--- src/source/mg_defines.svh ---
`ifndef MG_DEFINES_SVH
`define MG_DEFINES_SVH

// beat and frame sizes in bytes
`define MG_DATA_BYTES 8
`define MG_BUF_BYTES 82
`define MG_CMD_BYTES 12
`define MG_NAME_BYTES 6
`define MG_SN_BYTES 8
`define MG_LOCAL_CMD_BYTES 4
`define MG_SGAP_BYTES 4

// resn record: name, serial, group addr/port, mac, ip, port
`define MG_REC_BYTES 32
`define MG_REC_OFFSET 12
`define MG_RESN_LEN 44

// sgap frame: serial, "sgap", name, 4 byte argument
`define MG_SGAP_OFFSET 18
`define MG_SGAP_LEN 22

// input FIFO depth, equal to the sender's starting credit
`define MG_CREDITS 4

`define MG_DEV_NAME "f9pcap"
`define MG_CMD_RESN "fonwin:resn:"
`define MG_LOCAL_SGAP "sgap"

`endif

--- src/source/mg_pkg.sv ---
`include "mg_defines.svh"

package mg_pkg;

  // ------------------------------
  // payload and frame types
  // ------------------------------
  typedef logic [`MG_DATA_BYTES*8-1:0] data_t;
  typedef logic [`MG_DATA_BYTES-1:0] keep_t;

  // byte 0 of the frame sits in the top byte
  typedef logic [`MG_BUF_BYTES*8-1:0] buf_t;
  typedef logic [6:0] buf_len_t;

  // ------------------------------
  // device record fields
  // ------------------------------
  typedef logic [`MG_SN_BYTES*8-1:0] sn_t;
  typedef logic [`MG_NAME_BYTES*8-1:0] name_t;
  typedef logic [31:0] ip_addr_t;
  typedef logic [15:0] ip_port_t;
  typedef logic [47:0] mac_addr_t;
  typedef logic [`MG_SGAP_BYTES*8-1:0] sgap_t;

  // ------------------------------
  // control
  // ------------------------------
  typedef enum logic [1:0] {IDLE, DECODE, APPLY} ctrl_state_e;

  typedef enum logic [1:0] {OP_NONE, OP_RESN, OP_SGAP} cfg_op_e;

endpackage

--- src/source/mg_beat_fifo.sv ---
`timescale 1ns/1ps
`include "mg_defines.svh"

module mg_beat_fifo (
  input  logic          clk_in,
  input  logic          rst_in,
  input  logic          rx_valid,
  input  mg_pkg::data_t rx_data,
  input  mg_pkg::keep_t rx_keep,
  input  logic          rx_last,
  input  logic          beat_pop,
  output logic          beat_valid,
  output mg_pkg::data_t beat_data,
  output mg_pkg::keep_t beat_keep,
  output logic          beat_last,
  output logic          credit_return
);
  import mg_pkg::*;

  localparam int DEPTH = `MG_CREDITS;
  localparam int PTR_W = $clog2(DEPTH);

  data_t            mem_data [DEPTH];
  keep_t            mem_keep [DEPTH];
  logic             mem_last [DEPTH];
  logic [PTR_W-1:0] wr_ptr;
  logic [PTR_W-1:0] rd_ptr;
  logic [PTR_W:0]   count;
  logic             pop;

  assign beat_valid = (count != '0);
  assign pop        = beat_valid && beat_pop;
  assign beat_data  = mem_data[rd_ptr];
  assign beat_keep  = mem_keep[rd_ptr];
  assign beat_last  = mem_last[rd_ptr];

  // the sender holds a credit per free slot, so every push finds room
  always_ff @(posedge clk_in) begin
    if (rx_valid) begin
      mem_data[wr_ptr] <= rx_data;
      mem_keep[wr_ptr] <= rx_keep;
      mem_last[wr_ptr] <= rx_last;
    end
  end

  always_ff @(posedge clk_in) begin
    if (rst_in) begin
      wr_ptr        <= '0;
      rd_ptr        <= '0;
      count         <= '0;
      credit_return <= 1'b0;
    end else begin
      // one credit back per popped beat
      credit_return <= pop;
      if (rx_valid) begin
        wr_ptr <= (wr_ptr == PTR_W'(DEPTH - 1)) ? '0 : wr_ptr + 1'b1;
      end
      if (pop) begin
        rd_ptr <= (rd_ptr == PTR_W'(DEPTH - 1)) ? '0 : rd_ptr + 1'b1;
      end
      case ({rx_valid, pop})
        2'b10:   count <= count + 1'b1;
        2'b01:   count <= count - 1'b1;
        default: count <= count;
      endcase
    end
  end

  // sender must not push past its credits
  a_no_overflow: assert property (@(posedge clk_in) disable iff (rst_in)
    rx_valid |-> (count != (PTR_W+1)'(DEPTH)))
    else $error("beat pushed into a full FIFO");

endmodule

--- config.mk ---
export PLATFORM = sky130hd
export DESIGN_NAME = mg_beat_fifo
export DESIGN_NICKNAME = d
export VERILOG_FILES = /design/src/source/mg_pkg.sv /design/src/source/mg_beat_fifo.sv
export VERILOG_INCLUDE_DIRS = /design/src /design/src/source
export SDC_FILE = /design/constraint.sdc
export NUM_CORES = 1
export LEC_CHECK = 0
export BUFFER_PORTS_ARGS = -buffer_cell sky130_fd_sc_hd__buf_2
export CAP_MARGIN = 20
export CORE_MARGIN = 8
export CORE_UTILIZATION = 31
export CTS_CLUSTER_SIZE = 25
export DETAILED_ROUTE_END_ITERATION = 8
export SLEW_MARGIN = 25
export SYNTH_ARGS = -nofsm -noshare
export SYNTH_HDL_FRONTEND = slang
export SYNTH_SLANG_ARGS = --single-unit
--- constraint.sdc ---
create_clock -name clk_in -period 3.8 [get_ports clk_in]
set_input_delay 0.19 -clock clk_in [delete_from_list [all_inputs] [get_ports clk_in]]
set_output_delay 0.19 -clock clk_in [all_outputs]
set_load 0.01 [all_outputs]
[After elaboration in Yosys (flattened, before gate mapping)]
Memories as Yosys holds them, arrays and structs flattened. A register that Yosys moved wholly into a read port is not among the register bits.
Cells that the tools add are included.
Cells by class
  add/subtract/negate cells: 4
  equal/unequal tests: 4
  mux-type cells: 11
  reduce and logical (&&, ||, !) cells: 3
Operator list (count)
  $mux 2: 8
  $eq 2x2->1 const B: 3
  $pmux 3 s2: 1
  $add 2x1->2 const B: 2
  $add 3x1->3 const B: 1
  $reduce_bool 3->1: 1
  $sub 3x1->3 const B: 1
  $eq 2x1->1 const B: 1
  $mux 1: 2
  $reduce_bool 2->1: 1
  $logic_and 1x1->1: 1
Word-level totals
  register bits: 8
  bits in writable memories: 292
  bits of input ports: 77
  output and inout bits: 75
  memories kept: 3
Memory list
  mem_data: depth 4, bits a word 64, rd ports 1, clocked after memory_dff 1, wr ports 1, line mg_beat_fifo.sv:23  | data_t mem_data [DEPTH];
  mem_keep: depth 4, bits a word 8, rd ports 1, clocked after memory_dff 1, wr ports 1, line mg_beat_fifo.sv:24  | keep_t mem_keep [DEPTH];
  mem_last: depth 4, bits a word 1, rd ports 1, clocked after memory_dff 1, wr ports 1, line mg_beat_fifo.sv:25  | logic mem_last [DEPTH];

[Logic depth before layout (Yosys ltp)]
  depth in word-level cells: 4
  depth in mapped cells: 8

[Worst setup path before layout]
OpenSTA, ideal clock, no wires.
  path type: register to register
  from: register wr_ptr[0]
  to: memory mem_data[3][0] in the netlist's numbering (enable)
  data arrival time: 2.256 ns
  data required time: 3.361 ns
  path slack: 1.105 ns
  stages on the path, launching flop included: 3
  buffers on the path: 0
  period minus slack after synthesis: 2.695 ns
  cells stage by stage: dfxtp_1 > ha_1 > and2_1
RTL lines
  from (decl): line mg_beat_fifo.sv:26  | logic [PTR_W-1:0] wr_ptr;
  from (signal assigned): line mg_beat_fifo.sv:56  | wr_ptr <= (wr_ptr == PTR_W'(DEPTH - 1)) ? '0 : wr_ptr + 1'b1;
  to (decl): line mg_beat_fifo.sv:23
No word-level cell before the write port.

==> results.txt <==
EDFF count, synth: 292
Core Rows: 69
Die Footprint: 0.0421 sq mm
CP arrival: 2.37 ns
YS warnings: 0
Area of the multi-input gates: 0.00192 sq mm
Count of final hold-check violations: 0
Num CTS Buffers: 34
DRT antenna net count: 0
Largest family of logic cells by synthesized area: multiplexers
Core area: 0.0354 sq mm
Synthesized cell area: 0.0111 sq mm
Crit-path leading delay family: flip-flops
Top FF cell, synth: edfxtp_1
CP peak stage delay: 0.67 ns
Largest net degree at the start of global routing: 59
CP Data Required Time: 3.61 ns
Final Critical Period: 2.56 ns
Gp weighted congestion: 0.664
Total grt overflow: 0
First drt pass iteration count: 4
Tot Pwr: 8.28 mW
Synth area leader: edfxtp_1
Post-synthesis xor/xnor area fraction: 0.158%
Wire per inst: 19.0 um
Ys async rst share: 0%
Via density: 4.45
TritonCTS Sinks: 302
RSZ-0062 raised after global routing: false
Drt drc: 0
Mux cell area share after synthesis: 15.0%
R2R depth: 4
Levels on crit path: 3
Final setup viols: 0
Clk_skew: 0.00945 ns
Worst slew margin: 35.3%
Post-Synth Adder-Cell Area: 0.857%
Worst Setup Start Kind: flop
Fill cell count: 3175
WP buf/inv: 2
R2r setup slk: 1.83 ns
Hold Path Class: primary input to flop
Antenna Cells: 0
Clock Tree Buf Depth: 3
Sequential cell area: 0.00898 sq mm
Die height: 205 um
Cell with the most instances after synthesis: edfxtp_1
Slew Viols, Final: 0
Leak Pwr: 4.77 nW
Detailed placement HPWL: 13100 um
Reg2reg end: mem_data[0][35]
Synth-to-Final Area Change: 27.4%
Slowest stage cell, crit path: dfxtp_4
Layout cells sized above 1: 40.2%
Compound-Gate Fraction of Synth Area: 0.417%
Post-Syn Nets: 516
Seq cells post-synth: 302
Crit-path cells: buf_12 -> mux4_1 -> buf_2
Reg-to-Reg Start: wr_ptr[0]
Port Buf Inserts: 151
Critical hold path startpoint: rx_valid
Worst-path clk slew: 0.05 ns
Wirelength, routed: 22200 um
GRT Util Overall: 10.5%
Status: finished clean
Setup_tns: 0 ns
Via count: 5210
Total power per unit cell area: 586 mW/mm^2
Fmax: 391 MHz
Initial Utilization: 31.4%
CTS tree: built
Cells after Synth: 432
Area contributors post-synth: edfxtp_1 79%, mux4_2 15%, dfxtp_1 1.8%
Post-synth top cells: 292 x edfxtp_1, 72 x mux4_2, 10 x dfxtp_1
Nets@finish: 770
CTS Root Cell: clkbuf_16
Htree depth: 2
Setup CP Type: flop to output port
First-pass GRT wire length: 34000 um
Syn_area_per_cell: 25.7 sq um
Critical path endpoint: beat_keep[4]
Clock Latency Late Sink: 0.50 ns
Top cell type's share of synthesized area: 79.0%
Die width: 205 um
Period utilization: 67.3%
Crit. End Element: output port
I/O pins: 152
Max-cap violations: 0
Antenna violations before repair: 1
Crit-path max FO: 37
Vias in the first global route: 5815
Iter 0 DRT Violations: 251
Worst Tran Pin Value: 0.970 ns
Peak supply drop: 390 uV
Post-Synth Simple-Gate Area: 0.733%
Netlist cell types: 22
Sequential area share after synthesis: 80.8%
==> power by group <==
group / total, mW / internal [mW] / switching [mW]
Combinational: 1.33 / 0.708 / 0.621
Clock: 3.00 / 1.76 / 1.24
Sequential: 3.96 / 3.82 / 0.139
==> final cells by class <==
class	instances	area share, %
Clock inverter	15	0.761
Sequential cell	302	63.5
Clock buffer	44	6.43
Inverter	7	0.186
Tap cell	461	4.08
Multi-Input combinational cell	106	13.6
Timing Repair Buffer	235	11.5
==> worst min-delay path by stage <==
stage,cells after the start,to,slack (ns)
after floorplan,0,mem_data[0][0],0.29
after global placement,1,mem_keep[2][1],0.41
after detailed placement,1,mem_data[3][17],0.41
after CTS,3,wr_ptr[1],0.01
after global routing,3,wr_ptr[1],0.07
final,3,wr_ptr[1],0.05
==> through the flow <==
step,setup WS (ns),util [%],std cells,hold WS (ns),cell area (sq um)
after global placement,1.70,34.9,1036,0.405,12400
after CTS,1.13,39.9,1170,0.0144,14100
after floorplan,1.11,-,432,0.289,11100
final,1.24,39.9,1170,0.0463,14100
after global routing,1.06,39.9,1170,0.0724,14100
after detailed placement,1.70,34.9,1036,0.410,12400
==> state kept, by name, summed over array words and instances, names as in the netlist, named ones only <==
name	flops
mem_data	256
mem_keep	32
mem_last	4
count	3
rd_ptr	2
wr_ptr	2
credit_return	1
==> layout by cell type, fill, tap and decap left out, types with 2 or more instances in the layout <==
cell / n
clkinv_2: 7
clkinv_1: 4
clkbuf_16: 35
a21oi_1: 4
edfxtp_1: 292
xor2_1: 2
buf_2: 151
mux2i_1: 2
dlygate4sd3_1: 75
ha_1: 6
nor2_1: 7
dfxtp_1: 8
buf_4: 5
buf_12: 4
clkbuf_1: 9
mux4_2: 72
and2_4: 4
dfxtp_4: 2
inv_1: 7
or3_1: 3
==> tightest hold or removal path: cells and delay by family <==
kind,cells,cell delay (ns)
buf+inv,1,0.16
mux,1,0.09
simple gates,1,0.07
==> what timing repair did <==
| action | in CTS | in global routing |
|---|---|---|
| setup buffers | 0 | 0 |
| hold endpoints to repair | 302 | 0 |
| gates resized for setup | 0 | 0 |
| hold buffers | 75 | 0 |
==> logic make-up (layout without fill, tap and decap cells) <==
logic type                 Yosys count  in the layout
AOI/OAI and AO/OA                    6              6
buffers and inverters               24            301
adders and majority gates            7              7
and+or+nand+nor                     16             16
muxes                               75             75
DFF                                302            302
xor gates and xnor gates             2              2
==> layer usage <==
layer  up-vias  share of wire (%)  routed length (um)  global-route usage [%]
met5         -              0.059                  13                       0
met3        44                5.6                1230                    2.85
met2       121                 48               10700                    16.7
met4         2                2.5                 547                    3.45
met1      2693                 44                9740                    13.8
li1       2350                  -                   -                       -
(Power assumes the default switching activity.)
