==> config.mk <==
export PLATFORM = sky130hd
export DESIGN_NAME = mg_dev_config
export DESIGN_NICKNAME = d
export VERILOG_FILES = /design/src/source/mg_pkg.sv /design/src/source/mg_dev_config.sv
export VERILOG_INCLUDE_DIRS = /design/src /design/src/source
export SDC_FILE = /design/constraint.sdc
export NUM_CORES = 1
export LEC_CHECK = 0
export BUFFER_PORTS_ARGS = -buffer_cell sky130_fd_sc_hd__buf_2
export CAP_MARGIN = 10
export CORE_AREA = 3 3 347 349
export DETAILED_ROUTE_END_ITERATION = 10
export DIE_AREA = 0 0 350 352
export GPL_TIMING_DRIVEN = 0
export MAX_ROUTING_LAYER = met4
export PLACE_DENSITY = 0.36
export SLEW_MARGIN = 5
export SYNTH_ARGS = -nofsm -noshare
export SYNTH_HDL_FRONTEND = slang
export SYNTH_SLANG_ARGS = --single-unit
==> constraint.sdc <==
create_clock -name clk_in -period 2.6 [get_ports clk_in]
set_input_delay 0 -clock clk_in [delete_from_list [all_inputs] [get_ports clk_in]]
set_output_delay 0 -clock clk_in [all_outputs]
set_load 0.005 [all_outputs]
==> src/source/mg_defines.svh <==
`ifndef MG_DEFINES_SVH
`define MG_DEFINES_SVH

// beat and frame sizes in bytes
`define MG_DATA_BYTES 8
`define MG_BUF_BYTES 82
`define MG_CMD_BYTES 12
`define MG_NAME_BYTES 6
`define MG_SN_BYTES 8
`define MG_LOCAL_CMD_BYTES 4
`define MG_SGAP_BYTES 4

// resn record: name, serial, group addr/port, mac, ip, port
`define MG_REC_BYTES 32
`define MG_REC_OFFSET 12
`define MG_RESN_LEN 44

// sgap frame: serial, "sgap", name, 4 byte argument
`define MG_SGAP_OFFSET 18
`define MG_SGAP_LEN 22

// input FIFO depth, equal to the sender's starting credit
`define MG_CREDITS 4

`define MG_DEV_NAME "f9pcap"
`define MG_CMD_RESN "fonwin:resn:"
`define MG_LOCAL_SGAP "sgap"

`endif

==> src/source/mg_pkg.sv <==
`include "mg_defines.svh"

package mg_pkg;

  // ------------------------------
  // payload and frame types
  // ------------------------------
  typedef logic [`MG_DATA_BYTES*8-1:0] data_t;
  typedef logic [`MG_DATA_BYTES-1:0] keep_t;

  // byte 0 of the frame sits in the top byte
  typedef logic [`MG_BUF_BYTES*8-1:0] buf_t;
  typedef logic [6:0] buf_len_t;

  // ------------------------------
  // device record fields
  // ------------------------------
  typedef logic [`MG_SN_BYTES*8-1:0] sn_t;
  typedef logic [`MG_NAME_BYTES*8-1:0] name_t;
  typedef logic [31:0] ip_addr_t;
  typedef logic [15:0] ip_port_t;
  typedef logic [47:0] mac_addr_t;
  typedef logic [`MG_SGAP_BYTES*8-1:0] sgap_t;

  // ------------------------------
  // control
  // ------------------------------
  typedef enum logic [1:0] {IDLE, DECODE, APPLY} ctrl_state_e;

  typedef enum logic [1:0] {OP_NONE, OP_RESN, OP_SGAP} cfg_op_e;

endpackage

==> src/source/mg_dev_config.sv <==
`timescale 1ns/1ps
`include "mg_defines.svh"

module mg_dev_config (
  input  logic              clk_in,
  input  logic              rst_in,
  input  mg_pkg::cfg_op_e   cfg_op,
  input  mg_pkg::buf_t      frame_data,
  output logic              dev_en,
  output mg_pkg::sn_t       dev_sn,
  output mg_pkg::ip_addr_t  mcgroup_addr,
  output mg_pkg::ip_port_t  mcgroup_port,
  output mg_pkg::mac_addr_t src_mac_addr,
  output mg_pkg::ip_addr_t  src_ip_addr,
  output mg_pkg::ip_port_t  src_port,
  output mg_pkg::sgap_t     local_sgap
);
  import mg_pkg::*;

  localparam int BUF_W  = `MG_BUF_BYTES * 8;
  localparam int REC_W  = `MG_REC_BYTES * 8;
  localparam int SGAP_W = `MG_SGAP_BYTES * 8;

  localparam name_t DEV_NAME = `MG_DEV_NAME;

  name_t            dev_name;
  logic [REC_W-1:0] rec_field;
  sgap_t            sgap_field;

  // record follows the 12 byte command, sgap argument follows the name
  assign rec_field  = frame_data[BUF_W-1-`MG_REC_OFFSET*8 -: REC_W];
  assign sgap_field = frame_data[BUF_W-1-`MG_SGAP_OFFSET*8 -: SGAP_W];

  always_ff @(posedge clk_in) begin
    if (rst_in) begin
      dev_en       <= 1'b0;
      dev_name     <= '0;
      dev_sn       <= '0;
      mcgroup_addr <= '0;
      mcgroup_port <= '0;
      src_mac_addr <= '0;
      src_ip_addr  <= '0;
      src_port     <= '0;
      local_sgap   <= '0;
    end else begin
      // enable tracks the stored name
      dev_en <= (dev_name == DEV_NAME);
      case (cfg_op)
        OP_RESN: begin
          {dev_name, dev_sn, mcgroup_addr, mcgroup_port,
           src_mac_addr, src_ip_addr, src_port} <= rec_field;
        end
        OP_SGAP: begin
          local_sgap <= sgap_field;
        end
        default: begin
          local_sgap <= local_sgap;
        end
      endcase
    end
  end

endmodule

# Word level (Yosys, flattened, before mapping)
# Index checks and enable logic that the tools add are counted.
[totals] reg_bits=289 inputBits=660 out_inout_bits=241 wordCells=12
[op_classes] n_eq_ne=3
[op_table] operator="equality test 48 x 47 -> 1 bit (second input constant)" count=1
[op_table] operator="equality test 2 x 1 -> 1 bit (second input constant)" count=1
[op_table] operator="equality test 2 bit (second input constant)" count=1

# Longest topological paths before layout
# Gate-level depths: netlist of run 1.
[logic_depth] ltp_word=1 depth_mapped=6 ltp_nobuf=3

# Worst setup path before layout of run 1
# Ideal clock, no wire load.
[synth_path] path_type="register to register" start="register dev_name[15]" end="register dev_en" setup_ns=0.092 arrival_ns=0.906 t_required_ns=2.508 setup_slack_ns=1.602 stages_incl_launch_ff=4 n_path_buf=0 synth_period_minus_slack_ns=0.998 cell_sequence="dfxtp_1 -> nand4b_1 -> or3_1 -> nor4_1"
[synth_via] elab_chain_cells=1
[synth_rtl] element="start: declaration" line_no="mg_dev_config.sv:26" rtl="name_t dev_name;"
[synth_rtl] element="start signal: assignment" line_no="mg_dev_config.sv:37" rtl="dev_name <= '0;"
[synth_rtl] element="equality test 48 x 47 -> 1 bit" line_no="mg_dev_config.sv:47" rtl="dev_en <= (dev_name == DEV_NAME);"
[synth_rtl] element="end signal: assignment" line_no="mg_dev_config.sv:47"
[synth_rtl] element="end: declaration" line_no="mg_dev_config.sv:9" rtl="output logic dev_en,"
# Every way passes these cells.
# A chain may end at the register's enable or synchronous reset.

# Final worst setup path of run 1
[layout_path] start="input port cfg_op[0]" end="register dev_name[15]"
[layout_via] elab_chain_cells=1
[layout_rtl] element="start: declaration" line_no="mg_dev_config.sv:7" rtl="input mg_pkg::cfg_op_e cfg_op,"
[layout_rtl] element="equality test 2 x 1 -> 1 bit" line_no="mg_dev_config.sv:48" rtl="case (cfg_op)"
# Every way passes these cells.

==> impl_metrics.yaml, run 1 <==
worst_setup_path:
  worst-path-buf-inv: 5
  critPathArrivalTime_ps: 2260
  critical_path.cell_chain: "dlygate4sd3_1, buf_2, or2b_4, buf_4, buf_2, nand2_1, a21oi_1, dlygate4sd3_1"
  cpLargestDelayFamily: "buffers and inverters"
  r2r_cells: 3
  slowest_stage: "dlygate4sd3_1"
  reg2reg_from: "dev_name[47]"
  critPathMaxFanout: 10
  crit_path_start_kind: "input port"
  crit_type: "input port to flop"
  endpoint_kind: "flop"
  r2r-end: "dev_en"
  max_stage_delay_ps: 560
  rrSetupSlack_ps: 960
  crit_required_ps: 3110
routing:
  first_pass_iters: 4
  drt_iter0_markers: 391
  viasPerCell: 3.12
  wl_per_cell_um: 15.9
  drcViolationCount: 0
  ant_nets: 0
  dr_total_vias: 11440
  wirelength_mm: 58.4
power:
  irDropWorstVdd_v: 0.000357
  power.density_mw_per_mm2: 632
  p_leak_nw: 7.88
synth:
  synthesis.area_mm2: 0.0103
  synth_top_family_by_area: "simple AND/OR/NAND/NOR gates"
  yosysSeqAreaShare_pct: 56.1
  synthAdderAreaFrac_pct: 0
  syn_nets: 1930
  ys_ff_latch: 289
  synth_mux_area_share_pct: 0
  synth_xor_area_share_pct: 0
  ys_warn_count: 0
  postSynthCellCount: 1270
  synthSimpleGateAreaFrac_pct: 22.6
  syn_avg_cell_area_um2: 8.12
  synth_compound_area_share_pct: 15.1
  synth.distinct_cells: 23
cts:
  cts_root_buf: "clkbuf_16"
  cts_sinks: 289
  post_cts_buffers: 0
  numCtsBuffers: 40
  cts_tree: "yes"
  clock_latency_ps: 570
  cts_max_path_buffers: 3
  clk_pin_slew_ps: 60
  h-tree-depth: 2
sta:
  setup-tns-final_ps: 0
  worstMarginPinSlew_ps: 1040
  relSlewSlack_pct: 31.0
  min_period_ps: 1740
  fmaxAchievable_ghz: 0.573
  finalSetupViolations: 0
  rsz0062_at_grt: "no"
  hold_violations: 0
  fin_skew_ps: 4.34
  min_period_over_period_pct: 67.1
  maxSlewViolCount: 0
place:
  port_buffers: 499
  place_congestion: 0.737
  placed_area_mm2: 0.0147
  hpwlAfterDp_mm: 45.5
outcome:
  status: "complete, no violations"
floorplan:
  fp.dieH_um: 352
  design.die.area_mm2: 0.123
  start_util_pct: 8.76
  ios: 901
  core-area_mm2: 0.118
  die_w_um: 350
  rows: 126
layout:
  nNetsFinal: 2747
  design_area_mm2: 0.0189
  final_cell_mix: "nand2_1, buf_2, dfxtp_1"
  synthToLayoutAreaGrowth_pct: 83.1
  mostFrequentLayoutCell: "nand2_1"
  drive_above_1_share_pct: 31.2
global_routing:
  track_usage_pct: 9.50
  grt-ovfl-total: 0
  grt_pass1_vias: 12255
  grt_max_degree: 13
  antenna_found_initial: 19
  grt_pass1_wl_mm: 82.5
hold_path:
  hold_path_depth: 4
  hp-start: "frame_data[476]"
  worstHoldEndpoint: "dev_sn[28]"
  hp-class: "input port to flop"
run:
  drv_cap: 0
[sequential cells by signal (all words and copies together), names as in the netlist]
name and cells:
mcgroup_port 16, src_mac_addr 48, local_sgap 32, dev_name 48, mcgroup_addr 32, src_port 16
dev_en 1, dev_sn 64, src_ip_addr 32
[power breakdown]
part           total, W  switching (W)  leakage [nW]  internal (W)
sequential      0.00474       0.000102          2.36       0.00464
combinational   0.00149       0.000760          4.85      0.000726
clock           0.00571        0.00229         0.662       0.00343
[tightest hold or removal path, stage by stage]
cell and delay (ps):
dlygate4sd3_1 530, buf_2 120, nand2_1 40, a21oi_1 50
[worst max path at each step]
stage                 startpoint            to  slack [ps]  cells past startpoint
floorplan           dev_name[15]        dev_en        1600                      3
global placement    dev_name[47]        dev_en         850                      3
detailed placement  dev_name[47]        dev_en         860                      3
CTS                 dev_name[47]        dev_en         830                      3
global route           cfg_op[0]  dev_name[10]         750                      8
finish                 cfg_op[0]  dev_name[15]         860                      8
[stage by stage]
step / worst slack [ps] / hold WS, ps / total power (W) / util [%] / std cells
3_5_place_dp: 863 / 246 / 0.00602 / 12.5 / 3305
5_1_grt: 750 / 171 / 0.0126 / 16.0 / 3664
6_report: 855 / 210 / 0.0119 / 16.0 / 3672
2_1_floorplan: 1600 / 136 / 0.00531 / - / 1270
4_1_cts: 833 / 123 / 0.0123 / 16.0 / 3654
3_3_place_gp: 850 / 244 / 0.00602 / 12.5 / 3305
[kinds of logic (layout without fill, tap and decap cells)]
group	Yosys count	in the layout
AOI/OAI and AO/OA	288	288
buffers and inverters	96	944
DFF	289	289
other	0	18
and+or+nand+nor	597	597
[layer usage]
layer / GRT usage [%] / share of wire [%]
met5: - / 0
met4: 3.64 / 3.4
met1: 12.1 / 47
met3: 3.10 / 8.8
met2: 13.9 / 41
[synth_stat cells, drive strengths merged]
cell,instances,area (um2)
nand2,576,2160
dfxtp,289,5790
a21oi,288,1550
buf,67,532
clkbuf,29,109
nor4bb,5,50.1
nand4,2,12.5
nor2b,2,12.5
nor4,2,12.5
nor4b,2,17.5
and4b,1,10.0
and4bb,1,12.5
nand2b,1,6.26
nand3,1,5.00
nand4b,1,8.76
nor3b,1,7.51
or2b,1,11.3
or3,1,6.26
[repair_timing]
item	4_1_cts	5_1_grt
endpoints found under the hold margin	288	0
hold buffers	276	0
resized for setup	0	0
[area by class of cell]
class | instances | area [um2]
diodes | 18 | 45.0
plain buffers | 96 | 641
clock buffers | 53 | 1110
clock inverters | 20 | 233
fillers | 13473 | 98900
multi-input cells | 885 | 3890
flip-flops and latches | 289 | 5790
well taps | 1536 | 1920
repair buffers | 775 | 5260
Note: power is estimated with default switching activity, not from simulation.
==> run 2, diff against run 1 <==
Settings changed: ABC_AREA from default to 1, CORE_AREA 3 3 347 349 to 3 3 348 350, DIE_AREA 0 0 350 352 to 0 0 351 353, PLACE_DENSITY 0.36 to 0.37.
Clock period 2.6 ns to 1.6 ns, I/O delays scaled along.
==> run 2 against run 1 <==
  * Global-route usage shrank 0.73 points
  * Sequential power grew 67%
  * Hold slack lost 140 ps
  * Combinational power grew 76%
  * Die area grew 0.57%
  * Final area shrank 1.8%
  * Clock power grew 49%
  * Cell count shrank 0.22%
  * Critical path type unchanged
  * Critical endpoint is now src_mac_addr[17]
  * Largest cell class is now flip-flops and latches
  * Highest routed layer unchanged
==> impl_metrics.yaml, run 2 <==
place:
  hpwlAfterDp_mm: 42.4
  place_congestion: 0.824
  dpl_worst_slack_ps: -374
  dp.cells: 3332
  port_buffers: 500
synth:
  yosysSeqAreaShare_pct: 56.2
  ys_top_cells_by_count: "nor2_1, dfxtp_1, o21ai_0, o21ai_1, buf_6"
  yosysMostFrequentCell: "nor2_1"
  syn_avg_cell_area_um2: 7.94
  synthFlopType: "dfxtp_1"
  postSynthCellCount: 1296
  synth-edff-count: 0
  synth.distinct_cells: 20
  ys_warn_count: 0
  ys_ff_latch: 289
  syn_nets: 1956
  async_flop_share_pct: 0
  yosys-top-cells-area: "dfxtp_1, nor2_1, o21ai_0"
  yosysTopAreaCellShare_pct: 56.2
  synthesis.area_mm2: 0.0103
  synth_top_cell_by_area: "dfxtp_1"
routing:
  wirelength_mm: 54.7
  drcViolationCount: 0
  ant_nets: 0
  first_pass_iters: 4
  dr_total_vias: 11460
  drt_iter0_markers: 445
  wl_per_cell_um: 14.9
  viasPerCell: 3.13
layout:
  top_regs: "dev_sn x64, dev_name x48, src_mac_addr x48"
  final_cells: 3664
  final_cell_mix: "nor2_1, buf_2, dfxtp_1"
  num-fill-cells: 13513
  nNetsFinal: 2755
  seqCellArea_mm2: 0.00579
  final_core_util_pct: 15.7
  mostFrequentLayoutCell: "nor2_1"
  regMostFlops: "dev_sn"
  largest_register_ffs: 64
  multiInputGateArea_mm2: 0.00375
  drive_above_1_share_pct: 29.4
  synthToLayoutAreaGrowth_pct: 80.3
sta:
  fmaxAchievable_ghz: 0.675
  maxSlewViolCount: 0
  hold_violations: 0
  rsz0062_at_grt: "no"
  min_period_ps: 1480
  setup-tns-final_ps: 0
  worstMarginPinSlew_ps: 1140
  fin_skew_ps: 17.5
  relSlewSlack_pct: 24.3
  min_period_over_period_pct: 92.6
  finalSetupViolations: 0
  layout_setup_ws_ps: 119
power:
  power.density_mw_per_mm2: 1020
  p_leak_nw: 8.45
  power_w: 0.0190
  irDropWorstVdd_v: 0.000601
hold_path:
  hp-class: "input port to flop"
global_routing:
  track_usage_pct: 8.77
  grt_max_degree: 12
  grt_pass1_vias: 11993
  grt_pass1_wl_mm: 77.8
  grt-ovfl-total: 0
  antenna_found_initial: 15
cts:
  cts_root_buf: "clkbuf_16"
  h-tree-depth: 2
  post_cts_buffers: 0
  postCtsHoldBufs: 259
  cts_resized: 0
  cts_max_path_buffers: 3
  clock_latency_ps: 570
  numCtsBuffers: 38
  cts_sinks: 289
  clk_pin_slew_ps: 60
  cts_tree: "yes"
run:
  drv_cap: 0
floorplan:
  start_util_pct: 8.72
  die_w_um: 351
  design.die.area_mm2: 0.124
  fp.dieH_um: 353
  ios: 901
  rows: 126
  core-area_mm2: 0.118
worst_setup_path:
  crit_required_ps: 2030
  critPathMaxFanout: 10
  critPathArrivalTime_ps: 1910
  endpoint_kind: "flop"
  crit_type: "input port to flop"
  crit_path_start_kind: "input port"
outcome:
  status: "complete, no violations"
## run 2: cell types whose count changed after synthesis, sizes merged, moves of 5 or more
cell,before,now
a21oi,288,17
buf,67,53
clkbuf,29,40
inv,0,22
nand2,576,21
nor2,0,561
nor4bb,5,0
o21ai,0,288
## run 2: logic make-up (layout without fill, tap and decap cells)
family	count (synthesis)	after routing	synth area share [%]
simple gates	587	587	21.6
other cells	0	5	0
flops	289	289	56.2
buf+inv	115	942	7.31
compound gates	305	305	14.9
## run 2: cell type report
| class | instances | area share (%) |
|---|---|---|
| buffer | 93 | 3.59 |
| clock inverter | 8 | 0.519 |
| clock buffer | 60 | 6.12 |
| tap | 1536 | 10.4 |
| sequential | 289 | 31.2 |
| timing repair buffer | 759 | 27.5 |
| inverter | 22 | 0.459 |
| multi-input combinational | 892 | 20.2 |
| antenna | 5 | 0.0674 |
## run 2: per-layer routing
metal	routed length, um	track usage (%)
met1	23600	10.2
met2	24200	13.9
met3	5060	3.00
met4	1850	3.24
met5	0	-
## run 2: worst max-delay path: stages
cell and delay [ps]:
dlygate4sd3_1 530, buf_2 150, nor2_4 310, inv_4 90, buf_6 190, buf_6 170, nor2_1 360, nor2_1 90
## run 2: final timing paths
| kind | slack, ps | end | cells after the start | start |
|---|---|---|---|---|
| setup reg to reg | 470 | dev_en | 4 | dev_name[47] |
| hold reg to reg | 450 | dev_name[34] | 2 | dev_name[34] |
| hold / removal | 70 | dev_name[17] | 5 | rst_in |
| setup / recovery | 120 | src_mac_addr[17] | 8 | cfg_op[1] |
## run 2: metrics by stage
step	area [um2]	hold slack (ps)
5_1_grt	18500	87.4
2_1_floorplan	10300	135
4_1_cts	18500	7.21
6_report	18600	65.6
3_3_place_gp	14700	224
3_5_place_dp	14700	227
## run 2: power by group
group / internal, W / switching, W
logic: 0.00129 / 0.00134
registers: 0.00768 / 0.000229
clock network: 0.00504 / 0.00343
