### config.mk
export PLATFORM = sky130hd
export DESIGN_NAME = mg_cmd_ctrl
export DESIGN_NICKNAME = d
export VERILOG_FILES = /design/src/source/mg_pkg.sv /design/src/source/mg_cmd_ctrl.sv
export VERILOG_INCLUDE_DIRS = /design/src /design/src/source
export SDC_FILE = /design/constraint.sdc
export NUM_CORES = 1
export LEC_CHECK = 0
export ABC_CLOCK_PERIOD_IN_PS = 1350
export BUFFER_PORTS_ARGS = -buffer_cell sky130_fd_sc_hd__buf_4
export CAP_MARGIN = 20
export CORE_AREA = 4 4 280 282
export CTS_CLUSTER_DIAMETER = 100
export CTS_CLUSTER_SIZE = 25
export DETAILED_ROUTE_END_ITERATION = 10
export DIE_AREA = 0 0 284 286
export REMOVE_ABC_BUFFERS = 1
export SYNTH_ARGS = -nofsm -noshare
export SYNTH_HDL_FRONTEND = slang
export SYNTH_SLANG_ARGS = --single-unit
### constraint.sdc
create_clock -name clk_in -period 1.35 [get_ports clk_in]
set_input_delay 0.27 -clock clk_in [delete_from_list [all_inputs] [get_ports clk_in]]
set_output_delay 0.27 -clock clk_in [all_outputs]
set_load 0.005 [all_outputs]
### src/source/mg_defines.svh
`ifndef MG_DEFINES_SVH
`define MG_DEFINES_SVH

// beat and frame sizes in bytes
`define MG_DATA_BYTES 8
`define MG_BUF_BYTES 82
`define MG_CMD_BYTES 12
`define MG_NAME_BYTES 6
`define MG_SN_BYTES 8
`define MG_LOCAL_CMD_BYTES 4
`define MG_SGAP_BYTES 4

// resn record: name, serial, group addr/port, mac, ip, port
`define MG_REC_BYTES 32
`define MG_REC_OFFSET 12
`define MG_RESN_LEN 44

// sgap frame: serial, "sgap", name, 4 byte argument
`define MG_SGAP_OFFSET 18
`define MG_SGAP_LEN 22

// input FIFO depth, equal to the sender's starting credit
`define MG_CREDITS 4

`define MG_DEV_NAME "f9pcap"
`define MG_CMD_RESN "fonwin:resn:"
`define MG_LOCAL_SGAP "sgap"

`endif

### src/source/mg_pkg.sv
`include "mg_defines.svh"

package mg_pkg;

  // ------------------------------
  // payload and frame types
  // ------------------------------
  typedef logic [`MG_DATA_BYTES*8-1:0] data_t;
  typedef logic [`MG_DATA_BYTES-1:0] keep_t;

  // byte 0 of the frame sits in the top byte
  typedef logic [`MG_BUF_BYTES*8-1:0] buf_t;
  typedef logic [6:0] buf_len_t;

  // ------------------------------
  // device record fields
  // ------------------------------
  typedef logic [`MG_SN_BYTES*8-1:0] sn_t;
  typedef logic [`MG_NAME_BYTES*8-1:0] name_t;
  typedef logic [31:0] ip_addr_t;
  typedef logic [15:0] ip_port_t;
  typedef logic [47:0] mac_addr_t;
  typedef logic [`MG_SGAP_BYTES*8-1:0] sgap_t;

  // ------------------------------
  // control
  // ------------------------------
  typedef enum logic [1:0] {IDLE, DECODE, APPLY} ctrl_state_e;

  typedef enum logic [1:0] {OP_NONE, OP_RESN, OP_SGAP} cfg_op_e;

endpackage

### src/source/mg_cmd_ctrl.sv
`timescale 1ns/1ps
`include "mg_defines.svh"

module mg_cmd_ctrl (
  input  logic             clk_in,
  input  logic             rst_in,
  input  logic             frame_valid,
  input  mg_pkg::buf_t     frame_data,
  input  mg_pkg::buf_len_t frame_len,
  input  mg_pkg::sn_t      dev_sn,
  output logic             frame_release,
  output mg_pkg::cfg_op_e  cfg_op
);
  import mg_pkg::*;

  localparam int BUF_W   = `MG_BUF_BYTES * 8;
  localparam int CMD_W   = `MG_CMD_BYTES * 8;
  localparam int LOCAL_W = `MG_LOCAL_CMD_BYTES * 8;

  localparam logic [CMD_W-1:0]   CMD_RESN   = `MG_CMD_RESN;
  localparam logic [LOCAL_W-1:0] LOCAL_SGAP = `MG_LOCAL_SGAP;

  ctrl_state_e        state;
  cfg_op_e            op_q;
  logic [CMD_W-1:0]   cmd_str;
  sn_t                rx_sn;
  logic [LOCAL_W-1:0] local_cmd;
  logic               is_resn;
  logic               is_sgap;

  // ------------------------------
  // command match
  // ------------------------------
  // first 12 bytes are either the global command or serial + local command
  assign cmd_str            = frame_data[BUF_W-1 -: CMD_W];
  assign {rx_sn, local_cmd} = cmd_str;

  assign is_resn = (cmd_str == CMD_RESN)
                && (frame_len == buf_len_t'(`MG_RESN_LEN));

  // local commands only apply to the device with this serial
  assign is_sgap = (rx_sn == dev_sn)
                && (local_cmd == LOCAL_SGAP)
                && (frame_len == buf_len_t'(`MG_SGAP_LEN));

  // ------------------------------
  // FSM
  // ------------------------------
  always_ff @(posedge clk_in) begin
    if (rst_in) begin
      state <= IDLE;
      op_q  <= OP_NONE;
    end else begin
      case (state)
        IDLE: begin
          if (frame_valid) begin
            state <= DECODE;
          end
        end
        DECODE: begin
          if (is_resn) begin
            op_q <= OP_RESN;
          end else if (is_sgap) begin
            op_q <= OP_SGAP;
          end else begin
            op_q <= OP_NONE;
          end
          state <= APPLY;
        end
        APPLY: begin
          state <= IDLE;
        end
        default: begin
          state <= IDLE;
        end
      endcase
    end
  end

  // write and release together while the buffer still holds the frame
  assign frame_release = (state == APPLY);
  assign cfg_op        = (state == APPLY) ? op_q : OP_NONE;

  // the decoded frame stays held and unchanged until the record write
  a_frame_held: assert property (@(posedge clk_in) disable iff (rst_in)
    (state == APPLY) |-> frame_valid && $stable(frame_data) && $stable(frame_len))
    else $error("frame dropped or changed between decode and record write");

endmodule

* Word level (Yosys, flattened, before mapping)
Index checks and enable logic that the tools add are counted.
Storage, ports and cells: bits in registers 4, input bits 730, output and inout bits 3, logic and storage cells 19
Operators by class: eq/ne operators 8, muxes and demuxes 5, reductions and logical operators 4
Operator list (count):
- $eq 96x95->1 const B | 1
- $eq 64x64->1 | 1
- $eq 32x31->1 const B | 1
- $mux 2 | 4
- $eq 7x5->1 const B | 1
- $eq 7x6->1 const B | 1
- $pmux 2 s2 | 1
- $logic_and 1x1->1 | 3
- $eq 2x1->1 const B | 1
- $eq 2x2->1 const B | 1
- $logic_not 2->1 | 1
- $ne 2x2->1 const B | 1

* Longest topological paths before layout
Gate-level depths: netlist of the first run.
word-level depth 5, mapped depth 5, gate-level depth less buffers 5

* Worst setup path after synthesis of the first run
OpenSTA, ideal clock, no wires.
kind input-to-reg, from input frame_data[560], to register op_q[0], arrival 1.310 ns, setup slack -0.030 ns, stages on the path 4, path buffers 0, cells stage by stage or4b_4 > nor4_4 > nand4_1 > a21oi_1
Between the ends: word-level cells in the longest chain between the ends 3
Ends and longest elaborated chain:
- start, declared | RTL line mg_cmd_ctrl.sv:8 | input mg_pkg::buf_t frame_data,
- $eq 96x95->1 | RTL line mg_cmd_ctrl.sv:38 | assign is_resn = (cmd_str == CMD_RESN)
- $logic_and 1x1->1 | RTL line mg_cmd_ctrl.sv:38
- $mux 2 | RTL line mg_cmd_ctrl.sv:61 | if (is_resn) begin
- end signal, assigned | RTL line mg_cmd_ctrl.sv:62 | op_q <= OP_RESN;
- end signal, assigned | RTL line mg_cmd_ctrl.sv:64 | op_q <= OP_SGAP;
- end signal, assigned | RTL line mg_cmd_ctrl.sv:66 | op_q <= OP_NONE;
- end, declared | RTL line mg_cmd_ctrl.sv:24 | cfg_op_e op_q;
Every way passes these cells. A chain may end at the register's enable or synchronous reset.

* Worst setup path in the final report of the first run
Ends and elaborated chain as after synthesis.

==> impl_metrics.ini, run 1 <==
[status]
status = complete, but fails checks
violations = setup timing

[routing]
first_iter_violations = 69
finalWirelength_microns = 15000
wl_met1_microns = 6920
wl_met3_microns = 2480
top_layer = met5
ant_nets = 0
drc = 0
wl_met2_microns = 5280
detailroute.via_count = 2098
routed_via_density = 1.57
drtPass1Iterations = 4
wire_per_inst_microns = 11.2

[sta]
hold_viol_final = 0
fin_hold_ws_ns = 0.222
rsz0062_at_grt = yes
period_share_pct = 103
drv_slew = 0
max_freq_mhz = 719
tightest_slew_ns = 0.340
layout_setup_ws_ns = -0.0408
setup_viol = 2
skew_ns = 0.00214
min_period_ns = 1.39
relSlewSlack_pct = 77.2

[clock_tree]
clock-sinks = 4
cts_setup_buffers = 0
cts.clk_slew.worst_paths_ns = 0.03
htreeDepth = 1
cts_buffer_depth = 2
clk_latency_ns = 0.23
cts_buffers = 3
cts_root_buffer = clkbuf_16
cts_tree = done

[synth]
synth-edff-count = 0
synth-main-ff-cell = dfxtp_1
synth-async-reset-ratio_pct = 0
ys_seq_area_share_pct = 6.64
synthCells = 145
syn_avg_cell_area_sq_um = 8.32
synth_cell_type_count = 23
syn_area_sq_mm = 0.00121
synth_warnings = 0
synth_seq_cells = 4

[worst_setup_path]
worstPathCellList = buf_6 > or4b_4 > nor4_4 > nand4_1 > a21oi_1
cp_max_fo = 2
start_kind = input pin
cp-end-kind = flop
required_ns = 1.51
r2r_start = state[0]
r2r-end = op_q[1]
worstPathArrival_ns = 1.55
r2r_setup_slack_ns = 0.06
cpMaxStageDelayCell = or4b_4
rr_worst_depth = 5
max_stage_delay_ns = 0.54
crit_end = op_q[0]
worstSetupPathDepth = 5
path_buf_inv = 1
startpoint = frame_data[560]
crit_family = simple AND/OR/NAND/NOR gates
critPathKind = in -> reg

[global_route]
grt_usage_pct = 3.64
antenna_found_initial = 21
grt_pass1_vias = 2344
grt_max_degree = 5
grt_overflow = 0
grt_pass1_wl_microns = 18800

[power_and_ir_drop]
finalPower_mw = 1.43
ir_drop_mv = 0.327
power.leakage_nw = 1.37
pwr_density_cell_mw_per_mm2 = 343

[final_layout]
syn_to_final_growth_pct = 245
nets = 1088
drive_gt1_share_pct = 62.9
final_core_util_pct = 5.50
fin_cells = 1339

[placement]
hpwlAfterDp_microns = 14500
dp.cells = 1332
numPortBuffers = 172
gp_congestion = 0.848

[die]
core_sq_mm = 0.0757
io_pins = 733
fp.dieW_microns = 284
initial_core_util_pct = 1.59
die_h_microns = 286
fp.dieArea_sq_mm = 0.0812
rows = 101

[hold_path]
min_path_type = in -> reg

[flow_run]
drv_cap = 0
-- worst reg2reg max path, cell delays in order (launching register included) --
cell     delay (ns)
dfxtp_1        0.41
nor3b_2        0.23
nand3_1        0.11
nor4_2         0.19
nand4_1        0.13
o21ai_1        0.13
-- worst min-delay path by stage --
stage	startpoint	endpoint	cells past startpoint
after floorplan	rst_in	op_q[0]	1
final	rst_in	state[1]	2
after global routing	rst_in	state[1]	2
after CTS	rst_in	state[1]	2
after detailed placement	op_q[0]	op_q[0]	2
after global placement	state[1]	state[0]	1
-- sequential cells by signal, summed over array words and instances, names as in the netlist --
register and flops:
state 2, op_q 2
-- logic make-up after synthesis --
logic type                share of synthesized area [%]
and+or+nand+nor                                    46.1
xor gates and xnor gates                           46.5
DFF                                                6.64
AOI/OAI and AO/OA                                 0.829
-- where the power goes --
part	total [mW]	switching, mW	internal, mW
clock network	0.469	0.0898	0.379
registers	0.127	0.00443	0.122
logic	0.835	0.293	0.543
-- cells in the mapped netlist, types with 2 or more instances --
cell      number  area share (%)
nor2b_1        4             2.1
nand4b_2       2             2.5
nor4b_1        3             2.2
nand3_1        4             1.7
and2_1         2             1.0
nand4_1       25              13
nor4bb_1       7             5.8
dfxtp_1        4             6.6
nor4_1        10             5.2
xor2_1         2             1.5
xnor2_1       62              45
and4b_1        4             3.3
nand4b_1       3             2.2
nor2_1         4             1.2
-- timing repair --
action                     in CTS  in global routing
resized for setup               7                 11
pin swaps                       5                  1
setup endpoints to repair       4                  4
hold buffers                    0                  0
-- final cells by class --
| cell class | instances | area, sq um |
|---|---|---|
| Fill cell | 8965 | 71500 |
| Timing Repair Buffer | 208 | 1580 |
| Tap cell | 978 | 1220 |
| Multi-Input combinational cell | 141 | 1190 |
| Sequential cell | 4 | 81.3 |
| Clock buffer | 3 | 75.1 |
| Antenna cell | 5 | 12.5 |
-- layer usage --
layer / up-vias / track usage (%)
met5: - / 0
met4: 4 / 0.351
met3: 15 / 3.35
met2: 200 / 4.82
met1: 891 / 4.42
li1: 988 / -
-- placed cells by master, fill, tap and decap left out, drive strengths merged --
master / instances
nand3b: 1
nor2: 4
nand4: 25
buf: 208
a21oi: 1
nand4b: 5
nor4: 11
or4bb: 1
clkbuf: 3
nor4b: 3
diode: 5
or4b: 1
nor2b: 4
nor3b: 1
nor4bb: 7
dfxtp: 4
nand2: 1
xor2: 2
and4b: 4
o21ai: 1
nand2b: 1
nand3: 4
and2: 2
xnor2: 62
-- metrics by stage --
stage               area, sq um  setup TNS (ns)  worst slack [ns]
floorplan                  1210         -0.0300           -0.0300
global placement           4000           -1.22            -0.631
detailed placement         4000           -1.28            -0.661
CTS                        4110          -0.258            -0.145
global route               4160          -0.261            -0.134
finish                     4170         -0.0421           -0.0408
(Power assumes the default switching activity.)
==> inputs of run 2 (changes only) <==
--- a/config.mk
+++ b/config.mk
@@ -14,7 +14,7 @@
 export CTS_CLUSTER_SIZE = 25
 export DETAILED_ROUTE_END_ITERATION = 10
 export DIE_AREA = 0 0 284 286
-export REMOVE_ABC_BUFFERS = 1
+export PLACE_DENSITY = 0.3
 export SYNTH_ARGS = -nofsm -noshare
 export SYNTH_HDL_FRONTEND = slang
 export SYNTH_SLANG_ARGS = --single-unit
==> run 2 against run 1 <==
Effect of this change: the run still ends with setup timing left; flip-flop and latch count did not move; utilization rose by 0.19 points; clock power fell by 1%; power rose by 2.8%; register-to-register slack got worse by 0.22 ns; final area rose by 3.4%; via count rose by 0.95%; combinational power rose by 6.0%; sequential share of layout area fell by 0.064 points; worst setup slack got worse by 0.16 ns; critical path type unchanged; largest cell class unchanged.
==> impl_metrics.ini, run 2 (synthesis results as in run 1) <==
[final_layout]
drive_gt1_share_pct = 65.8
final_common_cell = buf_4
reg_top3 = op_q x2, state x2
regArea_sq_um = 81.3
multiInputGateArea_sq_mm = 0.00124
syn_to_final_growth_pct = 257
nets = 1100
layout_common_cells = buf_4 (213), xnor2_1 (61), nand4_1 (25)
n_fill_cell = 8921

[power_and_ir_drop]
combPwrFrac_pct = 60.2
seqPwrFrac_pct = 8.4
swShare_pct = 27.8
pwr-share-clk_pct = 31.4
pwr_density_cell_mw_per_mm2 = 342
ir_drop_mv = 0.250
power.leakage_nw = 1.45
internal_power_mw = 1.06
power_switching_uw = 409

[worst_setup_path]
start_kind = input pin
worstPathCellList = buf_4 > nor4bb_1 > nand4_1 > nor4_2 > buf_4 > nand4_1 > a21oi_1
required_ns = 1.51
startpoint = frame_data[648]
worstPathArrival_ns = 1.71
cp-end-kind = flop
critPathKind = in -> reg
cp_max_fo = 2
r2r_start = state[1]
cpMaxStageDelayCell = nor4bb_1
max_stage_delay_ns = 0.41

[sta]
hold_viol_final = 0
rsz0062_at_grt = yes
period_share_pct = 115
min_period_ns = 1.55
fin_hold_ws_ns = 0.333
setup_viol = 2
max_freq_mhz = 645
layout_setup_ws_ns = -0.201
setup_tns_ns = -0.334
drv_slew = 0
tightest_slew_ns = 0.402
skew_ns = 0.00403
relSlewSlack_pct = 72.8

[clock_tree]
clock-sinks = 4
cts_buffers = 3
ctsHoldBuffers = 0
cts_root_buffer = clkbuf_16
clk_latency_ns = 0.22
htreeDepth = 1
cts_buffer_depth = 2
cts.clk_slew.worst_paths_ns = 0.03
cts_tree = done

[global_route]
antenna_found_initial = 18
grt_usage_pct = 3.93
grt_pass1_wl_microns = 20800
grt_pass1_vias = 2374
grt_max_degree = 4
grt_overflow = 0

[routing]
first_iter_violations = 57
drtPass1Iterations = 4
routed_via_density = 1.57
detailroute.via_count = 2118
ant_nets = 0
finalWirelength_microns = 16600
drc = 0
wire_per_inst_microns = 12.3

[die]
die_h_microns = 286
io_pins = 733
rows = 101
fp.dieArea_sq_mm = 0.0812
initial_core_util_pct = 1.59
fp.dieW_microns = 284
core_sq_mm = 0.0757

[flow_run]
drv_cap = 0

[placement]
numPortBuffers = 172
hpwlAfterDp_microns = 16300
gp_congestion = 0.787

[hold_path]
min_path_type = in -> reg
min_from = frame_valid

[synth]
syn_nets = 875

[status]
status = complete, but fails checks
violations = setup timing
[run 2: changes by cell type in the layout (fill, tap and decap cells not counted), sizes merged]
cell	before	now
buf	208	220
diode	5	3
[run 2: power groups by stage]
stage / registers (mW) / clock network [mW] / logic (mW)
final: 0.124 / 0.462 / 0.885
after global routing: 0.124 / 0.491 / 0.952
after CTS: 0.124 / 0.480 / 0.887
after detailed placement: 0.125 / 0 / 0.875
after global placement: 0.125 / 0 / 0.871
after floorplan: 0.126 / 0 / 0.219
[run 2: stage by stage]
step | std cells | setup slack [ns] | instance area [sq um] | power (mW) | utilization (%)
floorplan | 145 | 0.0639 | 1210 | 0.344 | -
global placement | 1344 | -0.750 | 4090 | 0.996 | 5.40
detailed placement | 1344 | -0.693 | 4090 | 1.00 | 5.40
CTS | 1347 | -0.347 | 4210 | 1.49 | 5.57
global route | 1346 | -0.380 | 4300 | 1.57 | 5.68
finish | 1349 | -0.201 | 4310 | 1.47 | 5.69
[run 2: area by class of cell]
class                   count  area share (%)
flip-flops and latches      4            1.89
well taps                 978            28.4
repair buffers            220            38.9
diodes                      3           0.174
multi-input cells         141            28.8
clock buffers               3            1.74
[run 2: final timing paths]
check             depth (start not counted)  slack [ns]        to
setup / recovery                          7       -0.20   op_q[0]
hold / removal                            2        0.33  state[0]
setup reg to reg                          6       -0.16   op_q[0]
hold reg to reg                           2        0.50  state[0]
[run 2: worst max-delay path: cells and delay by family]
family,cells,cell delay [ns]
and+or+nand+nor,4,0.99
buffers and inverters,2,0.28
AOI/OAI and AO/OA,1,0.17
[run 2: repair_timing]
action | 4_1_cts | 5_1_grt
endpoints found under the setup margin | 5 | 5
pin swaps | 4 | 8
hold endpoints to repair | 0 | 0
resized for setup | 12 | 15
buffers inserted | 0 | 1
[run 2: layer usage]
| metal | track usage (%) | share of wire (%) |
|---|---|---|
| met2 | 5.15 | 36 |
| met3 | 2.96 | 14 |
| met1 | 5.29 | 49 |
| met4 | 0.226 | 0.43 |
| met5 | 0 | 0.16 |
